--- src/source/fm_pkg.sv ---
////////////////////////////////////////////////////////////////////////////
// FM register block shared definitions
// field widths, host register numbers, divider limits and the
// channel update kinds passed from the decoder to the store
////////////////////////////////////////////////////////////////////////////

package fm_pkg;

	// meaningful widths
	typedef logic [7:0]  reg_addr_t;
	typedef logic [2:0]  chan_t;
	typedef logic [10:0] fnum_t;
	typedef logic [2:0]  block_t;
	typedef logic [2:0]  alg_t;
	typedef logic [2:0]  fb_t;
	typedef logic [9:0]  tmr_a_t;
	typedef logic [7:0]  tmr_b_t;
	typedef logic [2:0]  div_t;

	// global registers
	localparam reg_addr_t REG_CLKA1 = 8'h24;
	localparam reg_addr_t REG_CLKA2 = 8'h25;
	localparam reg_addr_t REG_CLKB  = 8'h26;
	localparam reg_addr_t REG_TIMER = 8'h27;
	localparam reg_addr_t REG_DIV6  = 8'h2D;
	localparam reg_addr_t REG_DIV3  = 8'h2E;
	localparam reg_addr_t REG_DIV2  = 8'h2F;

	// channel register bases, low two bits pick the channel
	localparam reg_addr_t REG_FNUM_LO = 8'hA0;
	localparam reg_addr_t REG_FNUM_HI = 8'hA4;
	localparam reg_addr_t REG_FB_ALG  = 8'hB0;

	// divider limit is ratio minus one
	localparam div_t DIV_LIM6 = 3'd5;
	localparam div_t DIV_LIM3 = 3'd2;
	localparam div_t DIV_LIM2 = 3'd1;

	localparam int NUM_SLOTS = 6;

	// channel update kinds
	localparam logic [1:0] UPD_LO    = 2'd0;
	localparam logic [1:0] UPD_HI    = 2'd1;
	localparam logic [1:0] UPD_FBALG = 2'd2;

endpackage

--- src/source/fm_timebase.sv ---
////////////////////////////////////////////////////////////////////////////
// FM timebase
// divides cen by 6, 3 or 2 into clk_en and steps the channel slot
////////////////////////////////////////////////////////////////////////////

`timescale 1ns/1ps

module fm_timebase (
	input  logic          clk,
	input  logic          rst,
	input  logic          cen,
	input  fm_pkg::div_t  div_lim,
	output logic          clk_en,
	output fm_pkg::chan_t slot
);

	fm_pkg::div_t cnt;
	fm_pkg::div_t lim_q;
	logic         wrap;

	assign wrap   = (cnt == lim_q);
	assign clk_en = cen & wrap;

	// new ratio is only picked up when the count wraps
	always_ff @(posedge clk) begin
		if (rst) begin
			cnt   <= '0;
			lim_q <= fm_pkg::DIV_LIM6;
		end else if (cen) begin
			if (wrap) begin
				cnt   <= '0;
				lim_q <= div_lim;
			end else begin
				cnt <= cnt + 3'd1;
			end
		end
	end

	// slot counter, modulo six
	always_ff @(posedge clk) begin
		if (rst) begin
			slot <= '0;
		end else if (clk_en) begin
			if (slot == fm_pkg::chan_t'(fm_pkg::NUM_SLOTS - 1))
				slot <= '0;
			else
				slot <= slot + 3'd1;
		end
	end

endmodule

--- src/source/fm_mmr.sv ---
////////////////////////////////////////////////////////////////////////////
// FM host register decoder
// two-address write port, global fields for timers and divider,
// and the busy FSM that waits for clk_en or the channel update
////////////////////////////////////////////////////////////////////////////

`timescale 1ns/1ps

module fm_mmr (
	input  logic           clk,
	input  logic           rst,
	input  logic [7:0]     din,
	input  logic [1:0]     addr,
	input  logic           write,
	input  logic           clk_en,
	output logic           busy,
	output fm_pkg::div_t   div_lim,
	output fm_pkg::tmr_a_t val_a,
	output fm_pkg::tmr_b_t val_b,
	output logic           load_a,
	output logic           load_b,
	output logic           irq_en_a,
	output logic           irq_en_b,
	output logic           clr_a,
	output logic           clr_b,
	output logic           upd_req,
	output fm_pkg::chan_t  upd_ch,
	output logic [1:0]     upd_kind,
	output logic [7:0]     upd_data,
	input  logic           upd_done
);

	typedef enum logic [1:0] {
		IDLE,
		GLOBAL_WAIT,
		CHAN_WAIT
	} state_t;

	state_t            state;
	logic              write_q;
	logic              wr_edge;
	logic              data_wr;
	fm_pkg::reg_addr_t reg_sel;
	logic              sel_hi;
	logic              is_global;
	logic              is_chan;
	logic [1:0]        kind;
	fm_pkg::chan_t     chan;

	assign wr_edge   = write & ~write_q;
	// data writes while busy are dropped
	assign data_wr   = wr_edge & addr[0] & (state == IDLE);
	assign is_global = (reg_sel < 8'h30);
	assign busy      = (state != IDLE);
	assign upd_req   = (state == CHAN_WAIT);

	// channel register decode, numbers ending in 3 fall through
	always_comb begin
		is_chan = 1'b0;
		kind    = fm_pkg::UPD_LO;
		if (reg_sel[1:0] != 2'b11) begin
			case ({reg_sel[7:2], 2'b00})
				fm_pkg::REG_FNUM_LO: begin
					is_chan = 1'b1;
					kind    = fm_pkg::UPD_LO;
				end
				fm_pkg::REG_FNUM_HI: begin
					is_chan = 1'b1;
					kind    = fm_pkg::UPD_HI;
				end
				fm_pkg::REG_FB_ALG: begin
					is_chan = 1'b1;
					kind    = fm_pkg::UPD_FBALG;
				end
				default: is_chan = 1'b0;
			endcase
		end
	end

	// upper half adds three to the channel
	assign chan = sel_hi ? ({1'b0, reg_sel[1:0]} + 3'd3) : {1'b0, reg_sel[1:0]};

	always_ff @(posedge clk) begin
		if (rst) begin
			write_q <= 1'b0;
			reg_sel <= '0;
			sel_hi  <= 1'b0;
		end else begin
			write_q <= write;
			if (wr_edge && !addr[0]) begin
				reg_sel <= din;
				sel_hi  <= addr[1];
			end
		end
	end

	// global fields, clear bits are one clk pulses
	always_ff @(posedge clk) begin
		if (rst) begin
			div_lim  <= fm_pkg::DIV_LIM6;
			val_a    <= '0;
			val_b    <= '0;
			load_a   <= 1'b0;
			load_b   <= 1'b0;
			irq_en_a <= 1'b0;
			irq_en_b <= 1'b0;
			clr_a    <= 1'b0;
			clr_b    <= 1'b0;
		end else begin
			clr_a <= 1'b0;
			clr_b <= 1'b0;
			if (data_wr && is_global) begin
				case (reg_sel)
					fm_pkg::REG_CLKA1: val_a[9:2] <= din;
					fm_pkg::REG_CLKA2: val_a[1:0] <= din[1:0];
					fm_pkg::REG_CLKB:  val_b <= din;
					fm_pkg::REG_TIMER: begin
						{clr_b, clr_a, irq_en_b, irq_en_a, load_b, load_a} <= din[5:0];
					end
					fm_pkg::REG_DIV6: div_lim <= fm_pkg::DIV_LIM6;
					fm_pkg::REG_DIV3: div_lim <= fm_pkg::DIV_LIM3;
					fm_pkg::REG_DIV2: div_lim <= fm_pkg::DIV_LIM2;
					default: ;
				endcase
			end
		end
	end

	// request payload, held for the store while upd_req is up
	always_ff @(posedge clk) begin
		if (data_wr && is_chan) begin
			upd_ch   <= chan;
			upd_kind <= kind;
			upd_data <= din;
		end
	end

	// anything that is not a channel update ends on the next clk_en
	always_ff @(posedge clk) begin
		if (rst) begin
			state <= IDLE;
		end else begin
			case (state)
				IDLE: begin
					if (data_wr)
						state <= is_chan ? CHAN_WAIT : GLOBAL_WAIT;
				end
				GLOBAL_WAIT: if (clk_en) state <= IDLE;
				CHAN_WAIT:   if (upd_done) state <= IDLE;
				default:     state <= IDLE;
			endcase
		end
	end

endmodule

--- src/source/fm_timers.sv ---
////////////////////////////////////////////////////////////////////////////
// FM timers
// timer A (10 bit) and timer B (8 bit, prescaled) reloading up-counters
// with sticky overflow flags and a registered interrupt
////////////////////////////////////////////////////////////////////////////

`timescale 1ns/1ps

module fm_timers #(
	parameter int TMR_B_PRE = 16
) (
	input  logic           clk,
	input  logic           rst,
	input  logic           clk_en,
	input  fm_pkg::tmr_a_t val_a,
	input  fm_pkg::tmr_b_t val_b,
	input  logic           load_a,
	input  logic           load_b,
	input  logic           irq_en_a,
	input  logic           irq_en_b,
	input  logic           clr_a,
	input  logic           clr_b,
	output logic           flag_a,
	output logic           flag_b,
	output logic           irq
);

	localparam int PRE_W = (TMR_B_PRE > 1) ? $clog2(TMR_B_PRE) : 1;
	localparam logic [PRE_W-1:0] PRE_LIM = PRE_W'(TMR_B_PRE - 1);

	fm_pkg::tmr_a_t   cnt_a;
	fm_pkg::tmr_b_t   cnt_b;
	logic [PRE_W-1:0] pre_cnt;
	logic             step_b;
	logic             ovf_a;
	logic             ovf_b;

	assign step_b = clk_en & (pre_cnt == PRE_LIM);
	assign ovf_a  = clk_en & load_a & (cnt_a == '1);
	assign ovf_b  = step_b & load_b & (cnt_b == '1);

	// counter sits at the load value until enabled
	always_ff @(posedge clk) begin
		if (!load_a)
			cnt_a <= val_a;
		else if (clk_en)
			cnt_a <= (cnt_a == '1) ? val_a : cnt_a + 10'd1;
	end

	// prescaler restarts with the timer so the first step is a full period
	always_ff @(posedge clk) begin
		if (rst || !load_b)
			pre_cnt <= '0;
		else if (clk_en)
			pre_cnt <= (pre_cnt == PRE_LIM) ? '0 : pre_cnt + 1'b1;
	end

	always_ff @(posedge clk) begin
		if (!load_b)
			cnt_b <= val_b;
		else if (step_b)
			cnt_b <= (cnt_b == '1) ? val_b : cnt_b + 8'd1;
	end

	// clear wins over a set in the same clk
	always_ff @(posedge clk) begin
		if (rst) begin
			flag_a <= 1'b0;
			flag_b <= 1'b0;
			irq    <= 1'b0;
		end else begin
			if (clr_a)
				flag_a <= 1'b0;
			else if (ovf_a && irq_en_a)
				flag_a <= 1'b1;
			if (clr_b)
				flag_b <= 1'b0;
			else if (ovf_b && irq_en_b)
				flag_b <= 1'b1;
			irq <= flag_a | flag_b;
		end
	end

endmodule

--- src/source/fm_chan_regs.sv ---
////////////////////////////////////////////////////////////////////////////
// FM channel parameter store
// six entries of fnum, block, feedback and algorithm, written in the
// channel's own slot and streamed out one slot per clk_en
////////////////////////////////////////////////////////////////////////////

`timescale 1ns/1ps

module fm_chan_regs (
	input  logic           clk,
	input  logic           rst,
	input  logic           clk_en,
	input  fm_pkg::chan_t  slot,
	input  logic           upd_req,
	input  fm_pkg::chan_t  upd_ch,
	input  logic [1:0]     upd_kind,
	input  logic [7:0]     upd_data,
	output logic           upd_done,
	output fm_pkg::chan_t  out_slot,
	output fm_pkg::fnum_t  out_fnum,
	output fm_pkg::block_t out_block,
	output fm_pkg::fb_t    out_fb,
	output fm_pkg::alg_t   out_alg
);

	fm_pkg::fnum_t  fnum_mem  [fm_pkg::NUM_SLOTS];
	fm_pkg::block_t block_mem [fm_pkg::NUM_SLOTS];
	fm_pkg::fb_t    fb_mem    [fm_pkg::NUM_SLOTS];
	fm_pkg::alg_t   alg_mem   [fm_pkg::NUM_SLOTS];

	// block in 5:3, fnum top bits in 2:0
	logic [5:0]     hi_latch;
	logic           hit;
	fm_pkg::fnum_t  nxt_fnum;
	fm_pkg::block_t nxt_block;
	fm_pkg::fb_t    nxt_fb;
	fm_pkg::alg_t   nxt_alg;

	assign hit = clk_en & upd_req & (slot == upd_ch);

	// current slot entry with the pending update merged in
	always_comb begin
		nxt_fnum  = fnum_mem[slot];
		nxt_block = block_mem[slot];
		nxt_fb    = fb_mem[slot];
		nxt_alg   = alg_mem[slot];
		if (hit) begin
			case (upd_kind)
				fm_pkg::UPD_LO: begin
					nxt_fnum  = {hi_latch[2:0], upd_data};
					nxt_block = hi_latch[5:3];
				end
				fm_pkg::UPD_FBALG: begin
					nxt_fb  = upd_data[5:3];
					nxt_alg = upd_data[2:0];
				end
				default: ;
			endcase
		end
	end

	always_ff @(posedge clk) begin
		if (rst) begin
			for (int i = 0; i < fm_pkg::NUM_SLOTS; i++) begin
				fnum_mem[i]  <= '0;
				block_mem[i] <= '0;
				fb_mem[i]    <= '0;
				alg_mem[i]   <= '0;
			end
			hi_latch <= '0;
		end else if (hit) begin
			fnum_mem[slot]  <= nxt_fnum;
			block_mem[slot] <= nxt_block;
			fb_mem[slot]    <= nxt_fb;
			alg_mem[slot]   <= nxt_alg;
			// high byte only reaches the entry with the next low write
			if (upd_kind == fm_pkg::UPD_HI)
				hi_latch <= upd_data[5:0];
		end
	end

	// stream record and done pulse
	always_ff @(posedge clk) begin
		if (rst) begin
			upd_done  <= 1'b0;
			out_slot  <= '0;
			out_fnum  <= '0;
			out_block <= '0;
			out_fb    <= '0;
			out_alg   <= '0;
		end else begin
			upd_done <= hit;
			if (clk_en) begin
				out_slot  <= slot;
				out_fnum  <= nxt_fnum;
				out_block <= nxt_block;
				out_fb    <= nxt_fb;
				out_alg   <= nxt_alg;
			end
		end
	end

endmodule

--- src/source/fm_regs_top.sv ---
////////////////////////////////////////////////////////////////////////////
// FM register block top level
// timebase, host decoder, timers and channel store
////////////////////////////////////////////////////////////////////////////

`timescale 1ns/1ps

module fm_regs_top #(
	parameter int TMR_B_PRE = 16
) (
	input  logic           clk,
	input  logic           rst,
	input  logic           cen,
	input  logic [7:0]     din,
	input  logic [1:0]     addr,
	input  logic           write,
	output logic           busy,
	output logic           clk_en,
	output fm_pkg::chan_t  slot,
	output logic           flag_a,
	output logic           flag_b,
	output logic           irq,
	output fm_pkg::chan_t  out_slot,
	output fm_pkg::fnum_t  out_fnum,
	output fm_pkg::block_t out_block,
	output fm_pkg::fb_t    out_fb,
	output fm_pkg::alg_t   out_alg
);

	fm_pkg::div_t   div_lim;
	fm_pkg::tmr_a_t val_a;
	fm_pkg::tmr_b_t val_b;
	logic           load_a;
	logic           load_b;
	logic           irq_en_a;
	logic           irq_en_b;
	logic           clr_a;
	logic           clr_b;
	logic           upd_req;
	fm_pkg::chan_t  upd_ch;
	logic [1:0]     upd_kind;
	logic [7:0]     upd_data;
	logic           upd_done;

	fm_timebase u_timebase (
		.clk     (clk),
		.rst     (rst),
		.cen     (cen),
		.div_lim (div_lim),
		.clk_en  (clk_en),
		.slot    (slot)
	);

	fm_mmr u_mmr (
		.clk      (clk),
		.rst      (rst),
		.din      (din),
		.addr     (addr),
		.write    (write),
		.clk_en   (clk_en),
		.busy     (busy),
		.div_lim  (div_lim),
		.val_a    (val_a),
		.val_b    (val_b),
		.load_a   (load_a),
		.load_b   (load_b),
		.irq_en_a (irq_en_a),
		.irq_en_b (irq_en_b),
		.clr_a    (clr_a),
		.clr_b    (clr_b),
		.upd_req  (upd_req),
		.upd_ch   (upd_ch),
		.upd_kind (upd_kind),
		.upd_data (upd_data),
		.upd_done (upd_done)
	);

	fm_timers #(
		.TMR_B_PRE (TMR_B_PRE)
	) u_timers (
		.clk      (clk),
		.rst      (rst),
		.clk_en   (clk_en),
		.val_a    (val_a),
		.val_b    (val_b),
		.load_a   (load_a),
		.load_b   (load_b),
		.irq_en_a (irq_en_a),
		.irq_en_b (irq_en_b),
		.clr_a    (clr_a),
		.clr_b    (clr_b),
		.flag_a   (flag_a),
		.flag_b   (flag_b),
		.irq      (irq)
	);

	fm_chan_regs u_chan_regs (
		.clk       (clk),
		.rst       (rst),
		.clk_en    (clk_en),
		.slot      (slot),
		.upd_req   (upd_req),
		.upd_ch    (upd_ch),
		.upd_kind  (upd_kind),
		.upd_data  (upd_data),
		.upd_done  (upd_done),
		.out_slot  (out_slot),
		.out_fnum  (out_fnum),
		.out_block (out_block),
		.out_fb    (out_fb),
		.out_alg   (out_alg)
	);

endmodule

--- config.mk ---
export PLATFORM = sky130hd
export DESIGN_NAME = fm_regs_top
export DESIGN_NICKNAME = d
export VERILOG_FILES = /design/src/source/fm_pkg.sv /design/src/source/fm_timebase.sv /design/src/source/fm_mmr.sv /design/src/source/fm_timers.sv /design/src/source/fm_chan_regs.sv /design/src/source/fm_regs_top.sv
export SDC_FILE = /design/constraint.sdc
export NUM_CORES = 1
export LEC_CHECK = 0
export ABC_CLOCK_PERIOD_IN_PS = 2910
export BUFFER_PORTS_ARGS = -buffer_cell sky130_fd_sc_hd__buf_2
export CORE_AREA = 2 2 208 210
export DETAILED_ROUTE_END_ITERATION = 10
export DIE_AREA = 0 0 210 212
export PLACE_DENSITY = 0.48
export SLEW_MARGIN = 40
export SYNTH_ARGS = -nofsm -noshare
export SYNTH_HDL_FRONTEND = slang
export SYNTH_HIERARCHICAL = 1
export SYNTH_SLANG_ARGS = --single-unit
--- constraint.sdc ---
create_clock -name clk -period 2.91 [get_ports clk]
set_input_delay 0.4365 -clock clk [delete_from_list [all_inputs] [get_ports clk]]
set_output_delay 0.4365 -clock clk [all_outputs]
set_load 0.05 [all_outputs]
==> results summary, run 1 <==
After detailed routing, the number of remaining DRC violations is 0. The number of cells on the worst reg-to-reg path came out at 6. The total congestion overflow after global routing is 0. The worst register-to-register path begins at u_timebase/lim_q[2]$_SDFFE_PP1P_. The first-pass GRT wire length came out at 54100 um.

The part of the power in combinational logic is 3.3%. The largest fanout on the critical path is 27. The number of placed I/O pins is 45. In this run the clock root is driven by a clkbuf_16. The number of sinks on the clock net is 276. The number of enable-type register cells in the synthesized netlist came out at 191.

Summed over all failing endpoints, the final setup total negative slack is 0 ps. The area growth from synthesis to layout is 15.8%. The share of total power consumed by net switching came out at 21.8%. The number of cells on the worst hold path came out at 1. Across the run, the number of max-cap violations was 0. Global routing used 16.0% of the available tracks. The arrival time of data at the critical path endpoint is 2980 ps. The highest attainable clock frequency is 0.361 GHz. The total power after layout came out at 8170 uW. The slew at the pin with the worst max-slew slack is 773 ps.

The average instance in the mapped netlist occupies 11.9 um2. The relative slew slack is 48.5%. The type of element launching the critical path is a flip-flop. The startpoint identified for the worst hold timing path is din[0]. The die is 210 um wide.

The critical path goes through xor2_1, nor4b_4, nand2_1, or4_4, nor2_4, a21o_4. The via-per-instance ratio came out at 5.24. The multi-input combinational cells in the finished layout cover a total of 0.00494 mm2.

The clock latency of the later-clocked register in the worst-skew pair is 580 ps. STA classifies the critical path endpoint as a flip-flop. The quantity of I/O buffers inserted on ports is 44. The largest total area in the synthesized netlist belongs to edfxtp_1. The internal power of the cells is 6390 uW. The clock network power share is 44.4%.

The cell row count is 76. The area taken by flip-flops and latches came out at 0.00744 mm2. The run finished with clean final reports. Leaving out fill and tap cells, the most frequent cell in the layout is edfxtp_1.

The switching power is 1780 uW. The number of gates on the worst path with buffers counted came out at 6. The flip-flop and latch count after synthesis is 276.

The sum of buffers and inverters on the critical path came out at 0. The final worst-path cycle share is 95.2%. The repair_antennas step left the layout with diodes totalling 0. The number of design-rule violations left by the first detailed-router iteration is 743.

The cell with the largest stage delay on the worst path is or4_4. The number of gates resized after CTS is 1. For this block, the routed nets add up to 36000 um of wire. The prevailing post-synth register cell is edfxtp_1. The core footprint came out at 0.0425 mm2. The required time at the worst-slack endpoint came out at 3120 ps. The via count of the first global-routing pass is 8645. The number of buffers inserted by post-CTS setup repair is 0.

The buffer depth of the longest clock path is 3. Counting every net in the synthesized netlist gives 1082. The worst register-to-register path has a setup slack of 140 ps. Summed over all nets, the half-perimeter wirelength after detailed placement is 21500 um. The count of TritonRoute iterations in the first routing pass came out at 5. The clock buffer count from CTS is 31. The startpoint-to-endpoint class of the critical path is flip-flop to flip-flop. The worst hold slack after final layout is 126 ps. The power density relative to cell area is 560 mW/mm2.

The number of hold buffers added after CTS was 0. Setup repair after global routing left no endpoint under its margin. The number of endpoints failing setup at the final stage came out at 0. The maximum number of pins on one net before global-route repair came out at 60. The number of nets at the end of the flow came out at 1127. For this run, asynchronously set or reset flops after synthesis account for 0%. The number of fill cells in the layout came out at 4219. The post-route netlist has 15.8% of its cells at a drive strength greater than 1. The worst hold path belongs to the class input port to flip-flop. The final cell count without fillers came out at 1676. The finished cells cover 0.0146 mm2.

Counting every instance in the synthesized netlist gives 1060. The number of max-slew violations in the final report is 0. The count of nets left with antenna violations once routing finished came out at 0. The final critical-path required period is 2770 ps. The critical path's largest stage delay is 720 ps. TritonCTS built the clock tree. Broken down by cell family, the worst path's largest delay share belongs to simple AND/OR/NAND/NOR gates. Leaving out fill and tap cells, the most frequent cells in the layout are edfxtp_1, nor3_1, mux2i_1, dfxtp_1, nand2_1. During synthesis, Yosys emitted a total of 6 warnings. The congestion estimate from routability-driven global placement came to 0.781. The leakage power of the design came out at 0.00485 uW. The die extent in y is 212 um.

The initial antenna violation count is 0. The count of final hold-check violations came out at 0. The routed length per instance came out at 21.5 um. The worst IR drop on VDD came out at 413 uV.

Synthesis instantiated 64 different standard cells from the library. The total instance count after detailed placement came out at 1618. The path with the worst hold slack has its endpoint at u_mmr/upd_data[0]$_DFFE_PP_. In this run the number of H-tree levels came out at 1. The sequential cell fraction of total power is 52.2%. The register clock-pin slew on the reported worst setup and hold paths is 50 ps. The synthesized cell area came out at 0.0126 mm2. The maximum clock skew at final layout came out at 24.3 ps.

Sequential cells were found to cover 59.0% of the synthesized design area. The die covers 0.0445 mm2. The via total after detailed routing came out at 8783. In this run the critical register-to-register path is captured at u_chan_regs/fnum_mem[5][6]$_DFFE_PP_. By area the synthesized netlist is led by edfxtp_1, dfxtp_1, mux2i_1. The area after detailed placement is 0.0137 mm2. For this configuration, the core starts out at a cell density of 29.7%.

The area share of the largest cell type after synthesis came out at 45.5%.
-- synth_stat cells (all sizes together) (9+ instances only) --
| master | n |
|---|---|
| a22oi | 60 |
| nor2 | 51 |
| a31oi | 18 |
| nand2b | 12 |
| nor2b | 11 |
| o21ai | 24 |
| xor2 | 17 |
| nor3b | 24 |
| nand2 | 81 |
| o31ai | 30 |
| nand4 | 13 |
| nor3 | 148 |
| clkbuf | 36 |
| edfxtp | 191 |
| buf | 34 |
| mux2i | 112 |
| nand3 | 19 |
| inv | 9 |
| a21oi | 18 |
| dfxtp | 85 |
-- layout make-up --
cell class / count / area share (%)
Clock inverter: 14 / 0.625
Tap cell: 546 / 4.68
Timing Repair Buffer: 82 / 3.93
Multi-Input combinational cell: 705 / 33.9
Clock buffer: 44 / 5.71
Inverter: 9 / 0.231
Sequential cell: 276 / 51.0
-- per-layer routing --
metal	wire, um	global-route usage [%]	part of all wire [%]
met4	830	4.33	2.3
met2	16400	25.7	46
met3	1630	2.67	4.5
met5	0	0	0
met1	17100	22.5	47
-- cells by family after synthesis --
| group | count (synthesis) | synth area share, % |
|---|---|---|
| compound gates | 165 | 9.12 |
| xor+xnor | 25 | 1.74 |
| fa+ha+maj | 8 | 0.794 |
| buf+inv | 79 | 2.83 |
| flops | 276 | 59.0 |
| mux | 116 | 9.28 |
| simple gates | 391 | 17.2 |
-- power by group through the flow --
stage | registers (uW) | logic (uW) | clock network (uW)
final | 4270 | 273 | 3630
after floorplan | 4340 | 163 | 0
after CTS | 4270 | 274 | 3740
after global placement | 4350 | 273 | 0
after global routing | 4270 | 298 | 3890
after detailed placement | 4350 | 274 | 0
-- worst max path at each step --
stage                                           startpoint                                 endpoint
after CTS                 u_timebase/lim_q[2]$_SDFFE_PP1P_     u_chan_regs/fnum_mem[5][6]$_DFFE_PP_
after global routing      u_timebase/lim_q[2]$_SDFFE_PP1P_    u_chan_regs/block_mem[5][0]$_DFFE_PP_
after detailed placement                               cen     u_chan_regs/fnum_mem[5][0]$_DFFE_PP_
after floorplan             u_timebase/cnt[0]$_SDFFE_PP0P_  u_chan_regs/alg_mem[0][0]$_SDFFCE_PN0P_
after global placement    u_timebase/lim_q[2]$_SDFFE_PP1P_       u_chan_regs/fb_mem[5][1]$_DFFE_PP_
final                     u_timebase/lim_q[2]$_SDFFE_PP1P_     u_chan_regs/fnum_mem[5][6]$_DFFE_PP_
-- flip-flops by register name (all words and copies together), names as in the netlist, 3 cells and up --
register / cells
u_chan_regs/alg_mem: 24
u_chan_regs/block_mem: 24
u_chan_regs/fb_mem: 24
u_chan_regs/fnum_mem: 88
u_chan_regs/hi_latch: 6
u_chan_regs/out_alg: 3
u_chan_regs/out_block: 3
u_chan_regs/out_fb: 3
u_chan_regs/out_fnum: 11
u_chan_regs/out_slot: 3
u_mmr/div_lim: 3
u_mmr/reg_sel: 8
u_mmr/upd_ch: 3
u_mmr/upd_data: 8
u_mmr/val_a: 10
u_mmr/val_b: 8
u_timebase/cnt: 3
u_timebase/lim_q: 3
u_timebase/slot: 3
u_timers/cnt_a: 10
u_timers/cnt_b: 8
u_timers/pre_cnt: 4
-- per-stage QoR --
step	setup slack, ps	util, %
5_1_grt	33.0	34.4
4_1_cts	117	34.4
2_1_floorplan	-281	-
3_3_place_gp	164	32.2
6_report	139	34.4
3_5_place_dp	148	32.2
No activity file was read; power rests on OpenSTA's default activity.
==> inputs of run 2 (changes only) <==
--- a/config.mk
+++ b/config.mk
@@ -10,7 +10,6 @@
 export CORE_AREA = 2 2 208 210
 export DETAILED_ROUTE_END_ITERATION = 10
 export DIE_AREA = 0 0 210 212
-export PLACE_DENSITY = 0.48
 export SLEW_MARGIN = 40
 export SYNTH_ARGS = -nofsm -noshare
 export SYNTH_HDL_FRONTEND = slang
==> results summary, run 2 (same netlist as run 1, synthesis figures left out) <==
The post-place setup slack is 195 ps (was 148 ps). The total power after layout is 8420 uW (was 8170 uW). The total instance count after detailed placement is 1614 (was 1618). The cell row count came out at 76 (unchanged). The number of sinks on the clock net is 276 (unchanged). The total congestion overflow after global routing came to 0 (unchanged). The slew at the pin with the worst max-slew slack came out at 766 ps (was 773 ps).

The met2 wirelength from detailed routing is 15200 um (was 16400 um). The number of nets at the end of the flow was 1122 (was 1127). The die extent in y was 212 um (unchanged).

The horizontal extent of the die is 210 um (unchanged). The count of TritonRoute iterations in the first routing pass was 5 (unchanged). The first-pass GRT wire length came out at 50900 um (was 54100 um). The layout cell share with drive strength beyond 1 is 16.2% (was 15.8%).

The core footprint came out at 0.0425 mm2 (unchanged). The number of hold buffers added after cts is 0 (unchanged). The number of placed I/O pins is 45 (unchanged). The sequential cell fraction of total power is 50.7% (was 52.2%). The number of levels the H-tree was split into came out at 1 (unchanged). The share of total power consumed by net switching came out at 21.5% (was 21.8%).

The length of routed wiring on met1 is 15000 um (was 17100 um). The most common cell after layout, fill and taps aside is edfxtp_1 (unchanged). The max-cap violation count is 0 (unchanged). The number of gates resized after CTS is 1 (unchanged).

The met3 wire length came out at 2220 um (was 1630 um). The final critical-path required period is 2750 ps (was 2770 ps). The worst IR drop on VDD is 447 uV (was 413 uV).

The internal power of the cells is 6610 uW (was 6390 uW). The clock network power share came out at 46.2% (was 44.4%). The final cell count without fillers is 1670 (was 1676). Most frequent cells in the layout: edfxtp_1, nor3_1, mux2i_1, dfxtp_1, nand2_1 (unchanged). The number of max-slew violations in the final report is 0 (unchanged). The clock buffer count from CTS is 30 (was 31).

The kind of capture point of the worst setup path is a flip-flop (unchanged). The type of element launching the critical path is a flip-flop (unchanged). The area growth from synthesis to layout is 16.2% (was 15.8%). The number of endpoints failing setup at the final stage came out at 0 (unchanged). The via total after detailed routing is 8811 (was 8783). The required time at the worst-slack endpoint came out at 3190 ps (was 3120 ps). The clock tree from TritonCTS is yes (unchanged). The via-per-instance ratio is 5.28 (was 5.24).

The antenna violation net count after detailed routing was 0 (unchanged). Outcome: finished, final reports clean (unchanged). The combined global-route utilization of all metal layers is 14.7% (was 16.0%). The final worst-path cycle share was 94.6% (was 95.2%).

The initial antenna violation count is 0 (unchanged). The number of buffers inserted by post-CTS setup repair is 0 (unchanged). The maximum clock skew at final layout is 17.7 ps (was 24.3 ps). The smallest setup slack after layout came to 158 ps (was 139 ps).

The detailed-route DRC error count came out at 0 (unchanged). The flip-flop count of the largest register, all copies and words added came out at 88 (unchanged). The total half-perimeter wirelength after legalization and detailed placement was 20600 um (was 21500 um). The via count of the first global-routing pass is 8746 (was 8645).

The floorplan die area came out at 0.0445 mm2 (unchanged). The quantity of I/O buffers inserted on ports came out at 44 (unchanged). The starting utilization of the core area is 29.7% (unchanged). The count of final hold-check violations is 0 (unchanged). The antenna diode count is 0 (unchanged). The final weighted congestion in routability-driven placement came out at 0.757 (was 0.781). The leakage power of the design is 0.00488 uW (was 0.00485 uW). The buffer depth of the longest clock path is 3 (unchanged). The routed length per instance came to 19.9 um (was 21.5 um). The register clock-pin slew on the reported worst setup and hold paths is 60 ps (was 50 ps).

The largest fanout on the critical path came out at 19 (was 27). The highest attainable clock frequency was 0.363 GHz (was 0.361 GHz). The clock latency of the later-clocked register in the worst-skew pair is 570 ps (was 580 ps).

The switching power is 1810 uW (was 1780 uW). The part of the power in combinational logic came out at 3.1% (was 3.3%). The register with the most flip-flops is u_chan_regs/fnum_mem (unchanged). The total detailed-routing wirelength came to 33200 um (was 36000 um).

The total negative slack for setup checks is 0 ps (unchanged). The arrival time of data at the critical path endpoint is 3040 ps (was 2980 ps). The maximum number of pins on one net before global-route repair is 92 (was 60). Setup repair after global routing missed its margin: no (unchanged). The kind of path behind the tightest hold check is input port to flip-flop (unchanged). The relative slew slack came to 49.0% (was 48.5%). The power density relative to cell area came out at 574 mW/mm2 (was 560 mW/mm2). The number of design-rule violations left by the first detailed-router iteration came out at 920 (was 743).

The top routing layer in use was met4 (unchanged). The startpoint-to-endpoint class of the critical path is flip-flop to flip-flop (unchanged). The root cell of the clock tree is clkbuf_16 (unchanged).
-- run 2: cell count changes in the layout (fill, tap and decap cells not counted), sizes merged --
cell,before,now
buf,82,78
bufinv,1,4
clkbuf,44,32
clkinv,11,17
inv,10,11
-- run 2: final cells by class --
class | count | area [um2]
clock buffer | 32 | 779
clock inverter | 24 | 230
fill | 4195 | 27900
inverter | 9 | 33.8
multi-input combinational | 705 | 4940
sequential | 276 | 7440
tap | 546 | 683
timing repair buffer | 78 | 544
-- run 2: power groups by stage --
stage	Combinational (uW)	Clock, uW	Sequential (uW)
after floorplan	163	0	4340
after global placement	254	0	4350
after detailed placement	259	0	4350
after CTS	261	3970	4270
after global routing	283	4110	4270
final	261	3890	4270
-- run 2: per-layer routing --
layer / global-route usage (%) / vias to the layer above
li1: - / 4142
met3: 3.00 / 54
met1: 20.0 / 4351
met5: 0 / -
met4: 3.64 / 0
met2: 24.1 / 264
-- run 2: per-stage QoR --
stage | hold slack, ps | utilization [%] | area (um2)
final | 130 | 34.5 | 14700
after floorplan | 373 | - | 12700
after global routing | 116 | 34.5 | 14700
after detailed placement | 387 | 32.1 | 13600
after CTS | 99.6 | 34.5 | 14700
after global placement | 381 | 32.1 | 13600
-- run 2: critical path, stage by stage, from the launching register on --
cell	delay, ps
dfxtp_1	320
xor2_1	200
nor4b_4	340
nand2_1	170
or4_4	640
buf_4	290
nor3_2	370
nor3_1	140
-- run 2: path summary, 6_finish.rpt --
| check | from | endpoint | slack (ps) | cells past startpoint |
|---|---|---|---|---|
| worst max register to register | u_timebase/lim_q[2]$_SDFFE_PP1P_ | u_chan_regs/fnum_mem[7][0]$_DFFE_PP_ | 160 | 7 |
| worst min-delay path | din[1] | u_mmr/upd_data[1]$_DFFE_PP_ | 130 | 1 |
| worst min register to register | u_mmr/clr_b$_SDFF_PP0_ | u_timers/flag_b$_SDFFE_PP0P_ | 390 | 1 |
| worst max-delay path | u_timebase/lim_q[2]$_SDFFE_PP1P_ | u_chan_regs/fnum_mem[7][0]$_DFFE_PP_ | 160 | 7 |
==> inputs of run 3 (changes only) <==
--- a/config.mk
+++ b/config.mk
@@ -5,7 +5,7 @@
 export SDC_FILE = /design/constraint.sdc
 export NUM_CORES = 1
 export LEC_CHECK = 0
-export ABC_CLOCK_PERIOD_IN_PS = 2910
+export ABC_CLOCK_PERIOD_IN_PS = 2700
 export BUFFER_PORTS_ARGS = -buffer_cell sky130_fd_sc_hd__buf_2
 export CORE_AREA = 2 2 208 210
 export DETAILED_ROUTE_END_ITERATION = 10
==> constraint.sdc (replaced) <==
create_clock -name clk -period 2.7 [get_ports clk]
set_input_delay 0.405 -clock clk [delete_from_list [all_inputs] [get_ports clk]]
set_output_delay 0.405 -clock clk [all_outputs]
set_load 0.05 [all_outputs]
==> results summary, run 3 (same netlist as run 1, synthesis figures left out) <==
Setup repair after global routing missed its margin: yes (was no). The detailed-route DRC error count came to 0 (unchanged). The kind of path behind the tightest hold check is input port to flip-flop (unchanged). The worst IR drop on VDD came out at 543 uV (was 447 uV). The via total after detailed routing is 8792 (was 8811). The area growth from synthesis to layout is 16.7% (was 16.2%). The via-per-instance ratio was 5.24 (was 5.28). The number of gates resized after CTS is 0 (was 1). The maximum number of pins on one net before global-route repair came out at 92 (unchanged).

The arrival time of data at the critical path endpoint was 2870 ps (was 3040 ps). The clock network power share came out at 46.8% (was 46.2%). The required time at the worst-slack endpoint is 2990 ps (was 3190 ps). The clock buffer count from CTS came out at 29 (was 30).

The routed length per instance is 19.6 um (was 19.9 um). The part of the power in combinational logic is 3.1% (about the same). The total detailed-routing wirelength is 32900 um (was 33200 um).

The number of buffers inserted by post-CTS setup repair came out at 0 (unchanged). The leakage power of the design came out at 0.00492 uW (was 0.00488 uW). The clock tree from TritonCTS was yes (unchanged). The quantity of I/O buffers inserted on ports came out at 44 (unchanged). The switching power came out at 1950 uW (was 1810 uW). The maximum clock skew at final layout is 33.2 ps (was 17.7 ps). The type of element launching the critical path is a flip-flop (unchanged). The register clock-pin slew on the reported worst setup and hold paths came out at 60 ps (about the same).

The share of total power consumed by net switching is 21.2% (was 21.5%). The final cell count without fillers came out at 1677 (was 1670). The max-cap violation count is 0 (unchanged).

The buffer depth of the longest clock path came out at 3 (unchanged). The number of max-slew violations in the final report came out at 0 (unchanged). The total half-perimeter wirelength after legalization and detailed placement is 20300 um (was 20600 um). The final critical-path required period came out at 2580 ps (was 2750 ps). The floorplan die area was 0.0445 mm2 (unchanged). The total congestion overflow after global routing came to 0 (unchanged). The count of final hold-check violations is 0 (unchanged).

The internal power of the cells came out at 7230 uW (was 6610 uW). The combined global-route utilization of all metal layers is 14.8% (was 14.7%). The horizontal extent of the die is 210 um (unchanged). The number of hold buffers added after cts is 0 (unchanged). The antenna diode count is 0 (unchanged). The number of design-rule violations left by the first detailed-router iteration was 683 (was 920). The slew at the pin with the worst max-slew slack came out at 700 ps (was 766 ps). The sequential cell fraction of total power is 50.1% (was 50.7%).

The number of nets at the end of the flow is 1130 (was 1122). The clock latency of the later-clocked register in the worst-skew pair is 580 ps (was 570 ps). Most frequent cells in the layout: edfxtp_1, nor3_1, mux2i_1, dfxtp_1, nand2_1 (unchanged). The flip-flop count of the largest register, all copies and words added came out at 88 (unchanged). The relative slew slack is 53.3% (was 49.0%). The number of sinks on the clock net is 276 (unchanged). The total power after layout is 9170 uW (was 8420 uW). The starting utilization of the core area is 29.7% (unchanged).

The final weighted congestion in routability-driven placement is 0.788 (was 0.757). The total instance count after detailed placement was 1623 (was 1614). The number of cells on the worst reg-to-reg path was 7 (unchanged). The number of endpoints failing setup at the final stage came out at 0 (unchanged). The core utilization of the finished layout is 34.6% (was 34.5%). The final worst-path cycle share is 95.5% (was 94.6%). The number of levels the H-tree was split into was 1 (unchanged). The register with the most flip-flops is u_chan_regs/fnum_mem (unchanged). The initial antenna violation count is 0 (unchanged). The via count of the first global-routing pass is 8753 (was 8746).

The kind of capture point of the worst setup path was a flip-flop (unchanged). The count of TritonRoute iterations in the first routing pass came out at 5 (unchanged). The most common cell after layout, fill and taps aside was edfxtp_1 (unchanged). The number of cells on the worst hold path is 3 (was 1). The number of placed I/O pins is 45 (unchanged). Outcome: finished, final reports clean (unchanged). The startpoint-to-endpoint class of the critical path is flip-flop to flip-flop (unchanged).

The die extent in y was 212 um (unchanged). The layout cell share with drive strength beyond 1 is 17.1% (was 16.2%). The power density relative to cell area is 623 mW/mm2 (was 574 mW/mm2). The highest attainable clock frequency came out at 0.388 GHz (was 0.363 GHz).

The cell row count is 76 (unchanged). The largest fanout on the critical path is 23 (was 19). The total negative slack for setup checks came out at 0 ps (unchanged). The antenna violation net count after detailed routing came out at 0 (unchanged).

The first-pass GRT wire length is 51300 um (was 50900 um). The core footprint came to 0.0425 mm2 (unchanged). The root cell of the clock tree is clkbuf_16 (unchanged).
## run 3: cell types whose count changed in the layout (fill, tap and decap cells not counted), sizes merged
cell,previous run,this run
buf,78,87
clkinv,17,10
inv,11,12
clkbuf,32,34
bufinv,4,6
## run 3: stage by stage
stage / hold slack (ps) / worst slack (ps) / instance area, um2
floorplan: 373 / -491 / 12700
global placement: 378 / 197 / 13700
detailed placement: 380 / 146 / 13700
CTS: 75.1 / 152 / 14700
global route: 101 / -40.3 / 14700
finish: 89.8 / 122 / 14700
## run 3: final cells by class
cell class / instances / area, um2
Multi-Input combinational cell: 705 / 4950
Sequential cell: 276 / 7440
Clock buffer: 34 / 754
Tap cell: 546 / 683
Inverter: 9 / 33.8
Fill cell: 4164 / 27800
Clock inverter: 20 / 263
Timing Repair Buffer: 87 / 596
## run 3: power groups by stage
stage / Combinational, uW / Sequential [uW] / Clock, uW
floorplan: 176 / 4680 / 0
global placement: 275 / 4690 / 0
detailed placement: 278 / 4690 / 0
CTS: 279 / 4600 / 4380
global route: 306 / 4600 / 4540
finish: 281 / 4600 / 4300
## run 3: path summary, 6_finish.rpt
kind / startpoint / endpoint / slack [ps]
max: u_timebase/lim_q[2]$_SDFFE_PP1P_ / u_chan_regs/fnum_mem[5][10]$_DFFE_PP_ / 120
min: addr[1] / u_mmr/sel_hi$_SDFFE_PP0P_ / 90
max reg2reg: u_timebase/lim_q[2]$_SDFFE_PP1P_ / u_chan_regs/fnum_mem[5][10]$_DFFE_PP_ / 120
min reg2reg: u_mmr/clr_b$_SDFF_PP0_ / u_timers/flag_b$_SDFFE_PP0P_ / 380
## run 3: worst max-delay path: stages (launching register included)
cell,delay [ps]
dfxtp_1,320
xor2_1,200
nor4b_4,310
nand2_1,150
or4_4,470
buf_4,290
nor3_2,410
nor3_1,140
## run 3: routing by layer
| metal | vias to the layer above | GRT usage (%) | wire length, um |
|---|---|---|---|
| met3 | 60 | 2.85 | 2300 |
| met1 | 4281 | 20.6 | 14800 |
| met4 | 0 | 3.89 | 869 |
| met5 | - | 0 | 0 |
| met2 | 300 | 23.7 | 14900 |
| li1 | 4151 | - | - |
